File: config.mk
export PLATFORM = sky130hd
export DESIGN_NAME = mipsTop
export DESIGN_NICKNAME = d
export VERILOG_FILES = /design/src/hw/mipsPkg.sv /design/src/hw/alu.sv /design/src/hw/regFile.sv /design/src/hw/controlUnit.sv /design/src/hw/dataPath.sv /design/src/hw/mipsTop.sv
export SDC_FILE = /design/constraint.sdc
export NUM_CORES = 2
export LEC_CHECK = 0
export BUFFER_PORTS_ARGS = -buffer_cell sky130_fd_sc_hd__buf_4
export CAP_MARGIN = 10
export CORE_MARGIN = 3
export CORE_UTILIZATION = 45
export DETAILED_ROUTE_END_ITERATION = 16
export HOLD_SLACK_MARGIN = 0.03
export PLACE_DENSITY = 0.7
export SLEW_MARGIN = 10
export SYNTH_ARGS = -nofsm -noshare
export SYNTH_HDL_FRONTEND = slang
export SYNTH_SLANG_ARGS = --single-unit
export TNS_END_PERCENT = 50
File: constraint.sdc
create_clock -name CLK -period 7.8 [get_ports CLK]
set_input_delay 1.56 -clock CLK [delete_from_list [all_inputs] [get_ports CLK]]
set_output_delay 1.56 -clock CLK [all_outputs]
set_load 0.1 [all_outputs]
File: src/hw/mipsPkg.sv
package mipsPkg;

	////////////////////////////////////////////////////////////
	// Widths
	////////////////////////////////////////////////////////////

	localparam int dataWidth = 32; // Register and memory word
	localparam int regIndexWidth = 5; // 32 registers
	localparam int opcodeWidth = 6; // IR bits 31:26
	localparam int functWidth = 6; // IR bits 5:0

	////////////////////////////////////////////////////////////
	// Opcodes and R-type funct codes
	////////////////////////////////////////////////////////////

	localparam logic [opcodeWidth-1:0] opR = 6'b000000; // Funct selects the operation
	localparam logic [opcodeWidth-1:0] opAddi = 6'b001000;
	localparam logic [opcodeWidth-1:0] opSlti = 6'b001010;
	localparam logic [opcodeWidth-1:0] opAndi = 6'b001100; // Zero-extended imm
	localparam logic [opcodeWidth-1:0] opOri = 6'b001101; // Zero-extended imm
	localparam logic [opcodeWidth-1:0] opXori = 6'b001110; // Zero-extended imm
	localparam logic [opcodeWidth-1:0] opLui = 6'b001111;
	localparam logic [opcodeWidth-1:0] opLw = 6'b100011; // Word load only
	localparam logic [opcodeWidth-1:0] opSw = 6'b101011; // Word store only

	localparam logic [functWidth-1:0] fnAdd = 6'b100000;
	localparam logic [functWidth-1:0] fnSub = 6'b100010;
	localparam logic [functWidth-1:0] fnAnd = 6'b100100;
	localparam logic [functWidth-1:0] fnOr = 6'b100101;
	localparam logic [functWidth-1:0] fnXor = 6'b100110;
	localparam logic [functWidth-1:0] fnNor = 6'b100111;
	localparam logic [functWidth-1:0] fnSlt = 6'b101010; // Signed compare
	localparam logic [functWidth-1:0] fnSltu = 6'b101011; // Unsigned compare
	localparam logic [functWidth-1:0] fnSll = 6'b000000; // Shift amount from rt
	localparam logic [functWidth-1:0] fnSrl = 6'b000010;
	localparam logic [functWidth-1:0] fnSra = 6'b000011;

	////////////////////////////////////////////////////////////
	// Control unit to ALU requests
	////////////////////////////////////////////////////////////

	localparam int aluOpWidth = 3;
	localparam logic [aluOpWidth-1:0] aluUseFunct = 3'd0; // R-type, decode funct
	localparam logic [aluOpWidth-1:0] aluAdd = 3'd1; // Also address calc
	localparam logic [aluOpWidth-1:0] aluSlt = 3'd2;
	localparam logic [aluOpWidth-1:0] aluAnd = 3'd3;
	localparam logic [aluOpWidth-1:0] aluOr = 3'd4;
	localparam logic [aluOpWidth-1:0] aluXor = 3'd5;
	localparam logic [aluOpWidth-1:0] aluLui = 3'd6; // B shifted up 16

	localparam int aluSrcWidth = 2;
	localparam logic [aluSrcWidth-1:0] srcReg = 2'd0; // B from rt
	localparam logic [aluSrcWidth-1:0] srcSignImm = 2'd1;
	localparam logic [aluSrcWidth-1:0] srcZeroImm = 2'd2;

	////////////////////////////////////////////////////////////
	// Instruction word, two views of the same 32 bits
	////////////////////////////////////////////////////////////

	typedef union packed {
		struct packed {
			logic [opcodeWidth-1:0] opcode;
			logic [regIndexWidth-1:0] rs; // Operand A
			logic [regIndexWidth-1:0] rt; // Operand B or shift amount
			logic [regIndexWidth-1:0] rd; // R-type destination
			logic [regIndexWidth-1:0] shamt; // Ignored by the shifts here
			logic [functWidth-1:0] funct;
		} rType;
		struct packed {
			logic [opcodeWidth-1:0] opcode;
			logic [regIndexWidth-1:0] rs; // Base or operand A
			logic [regIndexWidth-1:0] rt; // Destination, or store data
			logic [15:0] imm;
		} iType;
	} instrWord;

endpackage

File: src/hw/alu.sv
module alu (
	input logic [mipsPkg::aluOpWidth-1:0] aluOp,
	input logic [mipsPkg::functWidth-1:0] funct,
	input logic [mipsPkg::dataWidth-1:0] a,
	input logic [mipsPkg::dataWidth-1:0] b,
	output logic [mipsPkg::dataWidth-1:0] result
);
	import mipsPkg::*;

	// Internal code for lui, outside the funct space used here
	localparam logic [functWidth-1:0] luiOperation = 6'b111111;

	logic [functWidth-1:0] operation;
	logic [4:0] shiftAmount;

	assign shiftAmount = b[4:0]; // Low five bits of rt

	////////////////////////////////////////////////////////////
	// Request to operation
	////////////////////////////////////////////////////////////

	always_comb begin
		case (aluOp)
			aluUseFunct: operation = funct; // R-type passes funct through
			aluAdd: operation = fnAdd;
			aluSlt: operation = fnSlt;
			aluAnd: operation = fnAnd;
			aluOr: operation = fnOr;
			aluXor: operation = fnXor;
			aluLui: operation = luiOperation;
			default: operation = fnAdd;
		endcase
	end

	////////////////////////////////////////////////////////////
	// Arithmetic, logic, compare, shift
	////////////////////////////////////////////////////////////

	always_comb begin
		case (operation)
			fnAdd: result = a + b; // Wraps
			fnSub: result = a - b;
			fnAnd: result = a & b;
			fnOr: result = a | b;
			fnXor: result = a ^ b;
			fnNor: result = ~(a | b);
			fnSlt: result = {{(dataWidth-1){1'b0}}, $signed(a) < $signed(b)};
			fnSltu: result = {{(dataWidth-1){1'b0}}, a < b};
			fnSll: result = a << shiftAmount;
			fnSrl: result = a >> shiftAmount;
			fnSra: result = $signed(a) >>> shiftAmount; // Sign fill
			luiOperation: result = b << 16; // Imm to upper half
			default: result = '0; // Unknown funct gives zero
		endcase
	end

endmodule

File: src/hw/regFile.sv
module regFile (
	input logic CLK,
	input logic reset,
	input logic [mipsPkg::regIndexWidth-1:0] readAddrA,
	input logic [mipsPkg::regIndexWidth-1:0] readAddrB,
	input logic [mipsPkg::regIndexWidth-1:0] writeAddr,
	input logic [mipsPkg::dataWidth-1:0] writeData,
	input logic writeEn,
	output logic [mipsPkg::dataWidth-1:0] readDataA,
	output logic [mipsPkg::dataWidth-1:0] readDataB
);
	import mipsPkg::*;

	logic [dataWidth-1:0] regs [0:(1 << regIndexWidth)-1];

	always_ff @(posedge CLK) begin
		if (reset) begin
			for (int i = 0; i < (1 << regIndexWidth); i++) begin
				regs[i] <= '0;
			end
			readDataA <= '0;
			readDataB <= '0;
		end else begin
			// r0 never written so it reads zero
			if (writeEn && (writeAddr != '0)) begin
				regs[writeAddr] <= writeData;
			end
			readDataA <= regs[readAddrA]; // Old value on same-edge write
			readDataB <= regs[readAddrB];
		end
	end

endmodule

File: src/hw/controlUnit.sv
module controlUnit (
	input logic CLK,
	input logic reset,
	input logic memReady,
	input logic [mipsPkg::opcodeWidth-1:0] opcode,
	output logic pcLoad,
	output logic irLoad,
	output logic marLoad,
	output logic mdrLoad,
	output logic regWrite,
	output logic marSelAlu, // MAR from ALU, else PC
	output logic regInMem, // Write-back from MDR, else ALU
	output logic regDstRd, // Destination rd, else rt
	output logic memRead,
	output logic memWrite,
	output logic [mipsPkg::aluSrcWidth-1:0] aluSrc,
	output logic [mipsPkg::aluOpWidth-1:0] aluOp
);
	import mipsPkg::*;

	////////////////////////////////////////////////////////////
	// State encoding
	////////////////////////////////////////////////////////////

	localparam logic [3:0] fetchAddr = 4'd0; // MAR <= PC
	localparam logic [3:0] fetchWait = 4'd1; // Read until memReady
	localparam logic [3:0] decode = 4'd2; // Regfile reads rs, rt
	localparam logic [3:0] execute = 4'd3; // ALU op and write-back
	localparam logic [3:0] loadAddr = 4'd4; // MAR <= rs + imm
	localparam logic [3:0] readWait = 4'd5; // MDR <= memory
	localparam logic [3:0] loadWrite = 4'd6; // rt <= MDR
	localparam logic [3:0] storeAddr = 4'd7; // MAR <= rs + imm, MDR <= rt
	localparam logic [3:0] writeWait = 4'd8; // Write until memReady

	logic [3:0] state, nextState;

	always_ff @(posedge CLK) begin
		if (reset) begin
			state <= fetchAddr;
		end else begin
			state <= nextState;
		end
	end

	////////////////////////////////////////////////////////////
	// Next-state decoding
	////////////////////////////////////////////////////////////

	always_comb begin
		nextState = fetchAddr; // Most states end the instruction
		case (state)
			fetchAddr: nextState = fetchWait;
			fetchWait: nextState = memReady ? decode : fetchWait;
			decode: begin
				case (opcode)
					opR, opAddi, opSlti, opAndi, opOri, opXori, opLui: nextState = execute;
					opLw: nextState = loadAddr;
					opSw: nextState = storeAddr;
					default: nextState = fetchAddr; // Unknown opcode is dropped
				endcase
			end
			execute: nextState = fetchAddr;
			loadAddr: nextState = readWait;
			readWait: nextState = memReady ? loadWrite : readWait;
			loadWrite: nextState = fetchAddr;
			storeAddr: nextState = writeWait;
			writeWait: nextState = memReady ? fetchAddr : writeWait;
			default: nextState = fetchAddr;
		endcase
	end

	////////////////////////////////////////////////////////////
	// Control-signal encoding
	////////////////////////////////////////////////////////////

	always_comb begin
		pcLoad = 1'b0;
		irLoad = 1'b0;
		marLoad = 1'b0;
		mdrLoad = 1'b0;
		regWrite = 1'b0;
		marSelAlu = 1'b0;
		regInMem = 1'b0;
		regDstRd = 1'b0;
		memRead = 1'b0;
		memWrite = 1'b0;
		aluOp = aluAdd; // Effective address by default
		aluSrc = srcSignImm;
		case (state)
			fetchAddr: marLoad = 1'b1; // PC into MAR
			fetchWait: begin
				memRead = 1'b1;
				irLoad = memReady; // IR and PC step on the ending edge
				pcLoad = memReady;
			end
			execute: begin
				regWrite = 1'b1;
				regDstRd = (opcode == opR);
				case (opcode)
					opR: begin
						aluOp = aluUseFunct;
						aluSrc = srcReg;
					end
					opSlti: aluOp = aluSlt; // Keeps sign-extended imm
					opAndi: begin
						aluOp = aluAnd;
						aluSrc = srcZeroImm;
					end
					opOri: begin
						aluOp = aluOr;
						aluSrc = srcZeroImm;
					end
					opXori: begin
						aluOp = aluXor;
						aluSrc = srcZeroImm;
					end
					opLui: begin
						aluOp = aluLui;
						aluSrc = srcZeroImm;
					end
					default: aluOp = aluAdd; // addi
				endcase
			end
			loadAddr: begin
				marLoad = 1'b1;
				marSelAlu = 1'b1;
			end
			readWait: begin
				memRead = 1'b1;
				mdrLoad = memReady; // Catch data with the ready edge
			end
			loadWrite: begin
				regWrite = 1'b1;
				regInMem = 1'b1; // rt from MDR
			end
			storeAddr: begin
				marLoad = 1'b1;
				marSelAlu = 1'b1;
				mdrLoad = 1'b1; // rt into MDR alongside the address
			end
			writeWait: memWrite = 1'b1;
			default: memWrite = 1'b0; // decode drives nothing
		endcase
	end

endmodule

File: src/hw/dataPath.sv
module dataPath #(
	parameter int addrWidth = 9
) (
	input logic CLK,
	input logic reset,
	input logic pcLoad, // PC += 4
	input logic irLoad,
	input logic marLoad,
	input logic mdrLoad,
	input logic regWrite,
	input logic marSelAlu,
	input logic regInMem,
	input logic regDstRd,
	input logic [mipsPkg::aluSrcWidth-1:0] aluSrc,
	input logic [mipsPkg::aluOpWidth-1:0] aluOp,
	input logic [mipsPkg::dataWidth-1:0] memReadData,
	output logic [mipsPkg::opcodeWidth-1:0] opcode,
	output logic [addrWidth-1:0] memAddr,
	output logic [mipsPkg::dataWidth-1:0] memWriteData
);
	import mipsPkg::*;

	logic [addrWidth-1:0] pc;
	logic [addrWidth-1:0] mar;
	logic [addrWidth-1:0] marIn;
	instrWord ir;
	logic [dataWidth-1:0] mdr;
	logic [dataWidth-1:0] mdrIn;

	logic [dataWidth-1:0] readDataA, readDataB; // Registered in decode
	logic [dataWidth-1:0] signImm, zeroImm, operandB;
	logic [dataWidth-1:0] aluResult;
	logic [dataWidth-1:0] regIn;
	logic [regIndexWidth-1:0] destReg;

	////////////////////////////////////////////////////////////
	// PC and IR
	////////////////////////////////////////////////////////////

	always_ff @(posedge CLK) begin
		if (reset) begin
			pc <= '0;
			ir <= '0;
		end else begin
			if (pcLoad) pc <= pc + addrWidth'(4);
			if (irLoad) ir <= memReadData;
		end
	end

	assign opcode = ir.rType.opcode;

	////////////////////////////////////////////////////////////
	// Memory address and data registers
	////////////////////////////////////////////////////////////

	// Effective address forced to a word boundary
	assign marIn = marSelAlu ? {aluResult[addrWidth-1:2], 2'b00} : pc;
	// Store address cycle loads MAR too, read wait does not
	assign mdrIn = marLoad ? readDataB : memReadData;

	always_ff @(posedge CLK) begin
		if (marLoad) mar <= marIn;
		if (mdrLoad) mdr <= mdrIn;
	end

	assign memAddr = mar;
	assign memWriteData = mdr;

	////////////////////////////////////////////////////////////
	// Operand and write-back selection
	////////////////////////////////////////////////////////////

	assign signImm = {{(dataWidth-16){ir.iType.imm[15]}}, ir.iType.imm};
	assign zeroImm = {{(dataWidth-16){1'b0}}, ir.iType.imm};

	always_comb begin
		case (aluSrc)
			srcSignImm: operandB = signImm; // addi, slti, lw, sw
			srcZeroImm: operandB = zeroImm; // Logical imm and lui
			default: operandB = readDataB;
		endcase
	end

	assign destReg = regDstRd ? ir.rType.rd : ir.iType.rt;
	assign regIn = regInMem ? mdr : aluResult;

	regFile rf (
		.CLK(CLK),
		.reset(reset),
		.readAddrA(ir.rType.rs),
		.readAddrB(ir.rType.rt),
		.writeAddr(destReg),
		.writeData(regIn),
		.writeEn(regWrite),
		.readDataA(readDataA),
		.readDataB(readDataB)
	);

	alu alu0 (
		.aluOp(aluOp),
		.funct(ir.rType.funct),
		.a(readDataA),
		.b(operandB),
		.result(aluResult)
	);

endmodule

File: src/hw/mipsTop.sv
module mipsTop #(
	parameter int addrWidth = 9 // Byte address into external memory
) (
	input logic CLK,
	input logic reset,
	input logic [mipsPkg::dataWidth-1:0] memReadData,
	input logic memReady, // Memory answer level
	output logic [addrWidth-1:0] memAddr,
	output logic [mipsPkg::dataWidth-1:0] memWriteData,
	output logic memRead,
	output logic memWrite
);
	import mipsPkg::*;

	// Strobes from the FSM
	logic pcLoad, irLoad, marLoad, mdrLoad, regWrite;
	logic marSelAlu, regInMem, regDstRd;
	logic [aluSrcWidth-1:0] aluSrc;
	logic [aluOpWidth-1:0] aluOp;
	logic [opcodeWidth-1:0] opcode; // Back from IR

	controlUnit cu (
		.CLK(CLK),
		.reset(reset),
		.memReady(memReady),
		.opcode(opcode),
		.pcLoad(pcLoad),
		.irLoad(irLoad),
		.marLoad(marLoad),
		.mdrLoad(mdrLoad),
		.regWrite(regWrite),
		.marSelAlu(marSelAlu),
		.regInMem(regInMem),
		.regDstRd(regDstRd),
		.memRead(memRead),
		.memWrite(memWrite),
		.aluSrc(aluSrc),
		.aluOp(aluOp)
	);

	dataPath #(.addrWidth(addrWidth)) dp (
		.CLK(CLK),
		.reset(reset),
		.pcLoad(pcLoad),
		.irLoad(irLoad),
		.marLoad(marLoad),
		.mdrLoad(mdrLoad),
		.regWrite(regWrite),
		.marSelAlu(marSelAlu),
		.regInMem(regInMem),
		.regDstRd(regDstRd),
		.aluSrc(aluSrc),
		.aluOp(aluOp),
		.memReadData(memReadData),
		.opcode(opcode),
		.memAddr(memAddr),
		.memWriteData(memWriteData)
	);

endmodule

* Word level (Yosys, flattened, before mapping)
Memories as Yosys holds them, arrays and structs flattened. A register that Yosys moved wholly into a read port is not among the register bits.
Index checks and enable logic that the tools add are counted.
** Storage, ports and cells
- Flip-flop bits (word level) :: 86
- RAM bits :: 1024
- Bits of input ports :: 35
- Logic and storage cells :: 99
- Memories kept :: 1
** Memory list
- dp.rf.regs :: words 32, bits a word 32, rd ports 2, clocked after memory_dff 2, wr ports 32, RTL line regFile.sv:14 : logic [dataWidth-1:0] regs [0:(1 << regIndexWidth)-1];
** Cells by class
- Add/subtract/negate cells :: 3
- Magnitude comparators :: 2
- Eq/ne operators :: 34
- Shifts and indexed selects :: 3
- Mux-type cells :: 33
- Bitwise logic cells :: 4
- Reduce and logical (&&, ||, !) cells :: 13
** Operators by type and width (number)
- $pmux 32 s12 :: 1
- $mux 32 :: 3
- $eq 6x6->1 const B :: 11
- $lt 32x32->1 :: 2
- $pmux 32 s2 :: 1
- $eq 6x4->1 const B :: 6
- $pmux 6 s6 :: 1
- $add 32x32->32 :: 1
- $and 32x32->32 :: 1
- $not 32->32 :: 1
- $or 32x32->32 :: 1
- $reduce_or 32->1 :: 1
- $shl 32x5->32 :: 1
- $shr 32x5->32 :: 1
- $sshr 32x5->32 :: 1
- $sub 32x32->32 :: 1
- $xor 32x32->32 :: 1
- $pmux 4 s7 :: 1
- $pmux 3 s6 :: 1
- $eq 4x3->1 const B :: 4
- $mux 1 :: 14
- $eq 6x2->1 const B :: 2
- $logic_not 6->1 :: 2
- $mux 5 :: 2
- 23 further kinds :: 31

* Depth between registers and ports, before layout
- Depth in word-level cells :: 11
- Gate-level depth with buffers :: 30

* Cells and area by module
From an unflattened synthesis, not the netlist that was laid out.
** Second synthesis, totals
- Cells, all modules :: 5412
- Area total of the unflattened synthesis :: 69822.0 um^2
** Modules (own cells, without submodules)
- regFile :: instances 1, cells each 3609, area an instance 55896.1 um^2
- alu :: instances 1, cells each 1406, area an instance 9517.9 um^2
- dataPath :: instances 1, cells each 329, area an instance 3883.7 um^2
- controlUnit :: instances 1, cells each 68, area an instance 524.3 um^2

* Least setup slack after synthesis
Ideal clock, no wire load.
- Path type :: reg-to-reg
- From :: register cu.state[2]
- To :: memory dp.rf.regs[12][25] (data pin)
- Setup time :: 0.266 ns
- Arrival time :: 6.149 ns
- Setup slack :: 1.385 ns
- Stages on the path, launching flop included :: 30
- Buffers on the path :: 9
- Clock period less this slack :: 6.415 ns
- Path through :: dfxtp_1 > buf_2 > and4bb_1 > buf_2 > and3_1 > nor2_1 > ha_1 > buf_2 > buf_1 > clkbuf_1 > clkbuf_1 > clkinv_1 > nand2_1 > clkbuf_1 > o21a_1 > inv_1 > ha_1 > clkbuf_1 > inv_1 > o21ai_0 > a21oi_1 > a311oi_1 > mux2_2 > a22oi_1 > o2111ai_1 > a221o_1 > a211oi_4 > or2_1 > buf_2 > nor2_1
** RTL lines
- from (decl) :: RTL line controlUnit.sv:35 : logic [3:0] state, nextState;
- from (signal assigned) :: RTL line controlUnit.sv:39 : state <= fetchAddr;
- from (signal assigned) :: RTL line controlUnit.sv:41 : state <= nextState;
- to (decl) :: RTL line regFile.sv:14

==> results.sh <==
export IMPL_status="finished clean"
export IMPL_drc=0
export IMPL_setup_violations=0
export IMPL_drtAntennaViolNets=0
export IMPL_ctsLongestPathBuffers=3
export IMPL_clock_latency_ps=780
export IMPL_synthTopCellsByArea="edfxtp_1, mux4_2, nor2_1"
export IMPL_grt_pass1_wl_mm=399
export IMPL_period_share_pct=94.4
export IMPL_critPathCapture="dp.rf.regs[21][30]$_SDFFCE_PN0P_"
export IMPL_rows=142
export IMPL_synth_cell_types=105
export IMPL_drtPass1Iterations=7
export IMPL_synth_ff_type="edfxtp_1"
export IMPL_fmax_mhz=136
export IMPL_cp_end_kind="flip-flop"
export IMPL_drtIter0Drc=8619
export IMPL_clockRootBuffer="clkbuf_16"
export IMPL_internal_power_mw=11.4
export IMPL_holdPathStages=2
export IMPL_grt_pass1_vias=52000
export IMPL_cp_required_ps=8250
export IMPL_vias=53000
export IMPL_grt_use_met3_pct=10.9
export IMPL_pwr_density_cell_nw_per_um2=219
export IMPL_ir_drop_mv=0.193
export IMPL_start_util_pct=45.4
export IMPL_timing_rr_end="dp.rf.regs[21][30]$_SDFFCE_PN0P_"
export IMPL_yosys_area_top_type="edfxtp_1"
export IMPL_dp_cells=7189
export IMPL_p_comb_share_pct=21.4
export IMPL_gp_congestion=1.06
export IMPL_synth_top_area_share_pct=46.8
export IMPL_ff2ff_setup_slack_ps=430
export IMPL_post_cts_setup_buffers=0
export IMPL_cp_start_kind="flip-flop"
export IMPL_gr_usage_met2_pct=54.7
export IMPL_nets=5428
export IMPL_syn_avg_cell_area_um2=12.7
export IMPL_period_minus_slack_ps=7370
export IMPL_r2r_cells=20
export IMPL_area_growth_pct=10.1
export IMPL_grt_busiest_layer="met2"
export IMPL_synth_seq_cells=1170
export IMPL_reg2reg_from="cu.state[3]$_SDFF_PP0_"
export IMPL_die_h_um=395
export IMPL_clkTransAtPathRegs_ps=60
export IMPL_routed_wl_mm=286
export IMPL_switchingPower_mw=5.13
export IMPL_rsz0062_at_grt="false"
export IMPL_wl_per_cell_um=38.6
export IMPL_antenna_found_initial=21
export IMPL_cp_max_fo=31
export IMPL_hpwlAfterDp_mm=182
export IMPL_p_clk_share_pct=34.0
export IMPL_setup_tns_ps=0
export IMPL_tightest_slew_ps=1310
export IMPL_seq_area_frac_synth_pct=49.9
export IMPL_clock_sinks=1170
export IMPL_cts_tree="built"
export IMPL_overflow=0
export IMPL_async_reset_ff_share_pct=0
export IMPL_synth_cell_area_um2=68300
export IMPL_holdWs_ps=456
export IMPL_setup_ws_ps=433
export IMPL_fillers=12900
export IMPL_drv_slew=0
export IMPL_fin_cells=7422
export IMPL_area_sequential_um2=34100
export IMPL_ys_warn_count=0
export IMPL_drive_above_1_share_pct=24.3
export IMPL_io_pins=78
export IMPL_startpoint="cu.state[3]$_SDFF_PP0_"
export IMPL_p_leak_nw=24.4
export IMPL_core_area_um2=150000
export IMPL_crit_type="reg2reg"
export IMPL_synthCells=5394
export IMPL_arrival_ps=7810
export IMPL_clock_skew_ps=49.5
export IMPL_hold_path_startpoint="dp.ir[9]$_SDFFE_PP0P_"
export IMPL_io_buffers=75
export IMPL_multi_input_area_um2=32000
export IMPL_power_share_switching_pct=31.1
export IMPL_grt_met1_usage_pct=45.2
export IMPL_cts_buffers=120
export IMPL_grt_total_usage_pct=36.1
export IMPL_post_place_ws_ps=519
export IMPL_cts_htree_levels=3
export IMPL_slew_headroom_pct=12.4
export IMPL_die_w_um=395
export IMPL_synth_edf_count=1063
export IMPL_die_area_um2=156000
export IMPL_cap_violations=0
export IMPL_hold_path_class="reg2reg"
export IMPL_routed_via_density=7.14
export IMPL_hold_viol=0
export IMPL_pwr_share_seq_pct=44.6
export IMPL_grt_max_degree=155
registers in the layout, summed over array words and instances (netlist names):
signal	flops
dp.memWriteData	32
dp.rf.readDataA	32
dp.ir	32
dp.rf.readDataB	32
cu.state	4
dp.pc	7
dp.rf.regs	1024
dp.memAddr	7
cell usage after synthesis, drive strengths merged, types with 7 or more instances:
cell	number
inv	102
a2111oi	8
or4	7
a22oi	26
clkbuf	328
nor4	172
o21bai	21
a221oi	25
nand3b	7
o211ai	91
xor2	20
mux2i	134
or2	8
o221ai	22
nand4	16
nand2	266
nand2b	45
a31oi	24
xnor2	43
edfxtp	1063
a211o	8
mux2	46
o31ai	13
o21a	37
nor2	1036
o32ai	7
mux4	643
a32oi	10
nand3	61
nor2b	10
ha	97
buf	217
dfxtp	107
nor3	132
a211oi	30
a21oi	183
a22o	10
o21ai	167
o22ai	36
a21o	15
critical path: stages, from the launching register on:
cell	delay (ps)
dfxtp_1	440
and4bb_1	570
and3_1	510
nor2_1	130
ha_2	460
nor2_1	70
buf_4	190
a22oi_1	810
ha_1	480
a21oi_1	160
nor3b_1	190
a2111oi_2	690
a31oi_1	320
o31a_1	410
o21ai_1	260
a41oi_1	150
o21bai_1	200
xnor2_1	130
a221oi_4	350
buf_4	390
nor3_1	100
per-layer routing:
metal,vias to the layer above,wire length [um]
met5,-,104
met4,16,23000
met3,1186,40900
met2,4817,127000
met1,26300,95000
li1,20700,-
through the flow:
step / power, mW / util (%) / cell area, um2
floorplan: 9.53 / - / 68400
global placement: 10.8 / 47.5 / 71400
detailed placement: 10.9 / 47.5 / 71400
CTS: 16.4 / 50.0 / 75100
global route: 16.9 / 50.0 / 75100
finish: 16.5 / 50.0 / 75200
placed cells by master (no fill, tap or decap), types with 58 or more instances in the layout:
| master | n |
|---|---|
| ha_1 | 96 |
| clkbuf_16 | 122 |
| nor4_1 | 169 |
| dfxtp_1 | 97 |
| buf_4 | 278 |
| edfxtp_1 | 1063 |
| nand3_1 | 58 |
| mux4_2 | 643 |
| o211ai_1 | 87 |
| nor2_1 | 1032 |
| mux2i_1 | 129 |
| o21ai_0 | 134 |
| nand2_1 | 233 |
| inv_1 | 97 |
| a21oi_1 | 180 |
| nor3_1 | 125 |
cell families after synthesis:
family,synth area share (%)
AO/OA/AOI/OAI,7.87
XOR/XNOR,0.808
adder cells (fa/ha/maj),1.81
buffers and inverters,3.96
flip-flops,49.9
multiplexers,24.0
other,0.00549
AND/OR/NAND/NOR,11.7
power groups by stage:
stage          sequential (mW)  combinational (mW)  clock, mW
3_5_place_dp              7.47                3.39          0
6_report                  7.35                3.52       5.61
2_1_floorplan             7.34                2.19          0
5_1_grt                   7.37                3.63       5.87
4_1_cts                   7.34                3.40       5.62
3_3_place_gp              7.44                3.39          0
worst min-delay path by stage:
stage	endpoint	slack [ps]
after floorplan	dp.ir[6]$_SDFFE_PP0P_	440
after global placement	dp.ir[10]$_SDFFE_PP0P_	440
after detailed placement	dp.ir[9]$_SDFFE_PP0P_	450
after CTS	dp.ir[9]$_SDFFE_PP0P_	460
after global routing	dp.ir[8]$_SDFFE_PP0P_	480
final	dp.ir[9]$_SDFFE_PP0P_	460
repair_timing:
action	CTS	global route
endpoints found under the setup margin	0	31
hold endpoints to repair	0	0
gates resized for setup	0	1
hold buffers	0	0
area by class of cell:
type,count,area share [%]
Clock inverter,56,0.649
Multi-Input combinational cell,3609,42.6
Antenna cell,14,0.0466
Timing Repair Buffer,291,3.11
Tap cell,2016,3.36
Sequential cell,1170,45.4
Inverter,103,0.514
Clock buffer,163,4.35
(Power assumes the default switching activity.)
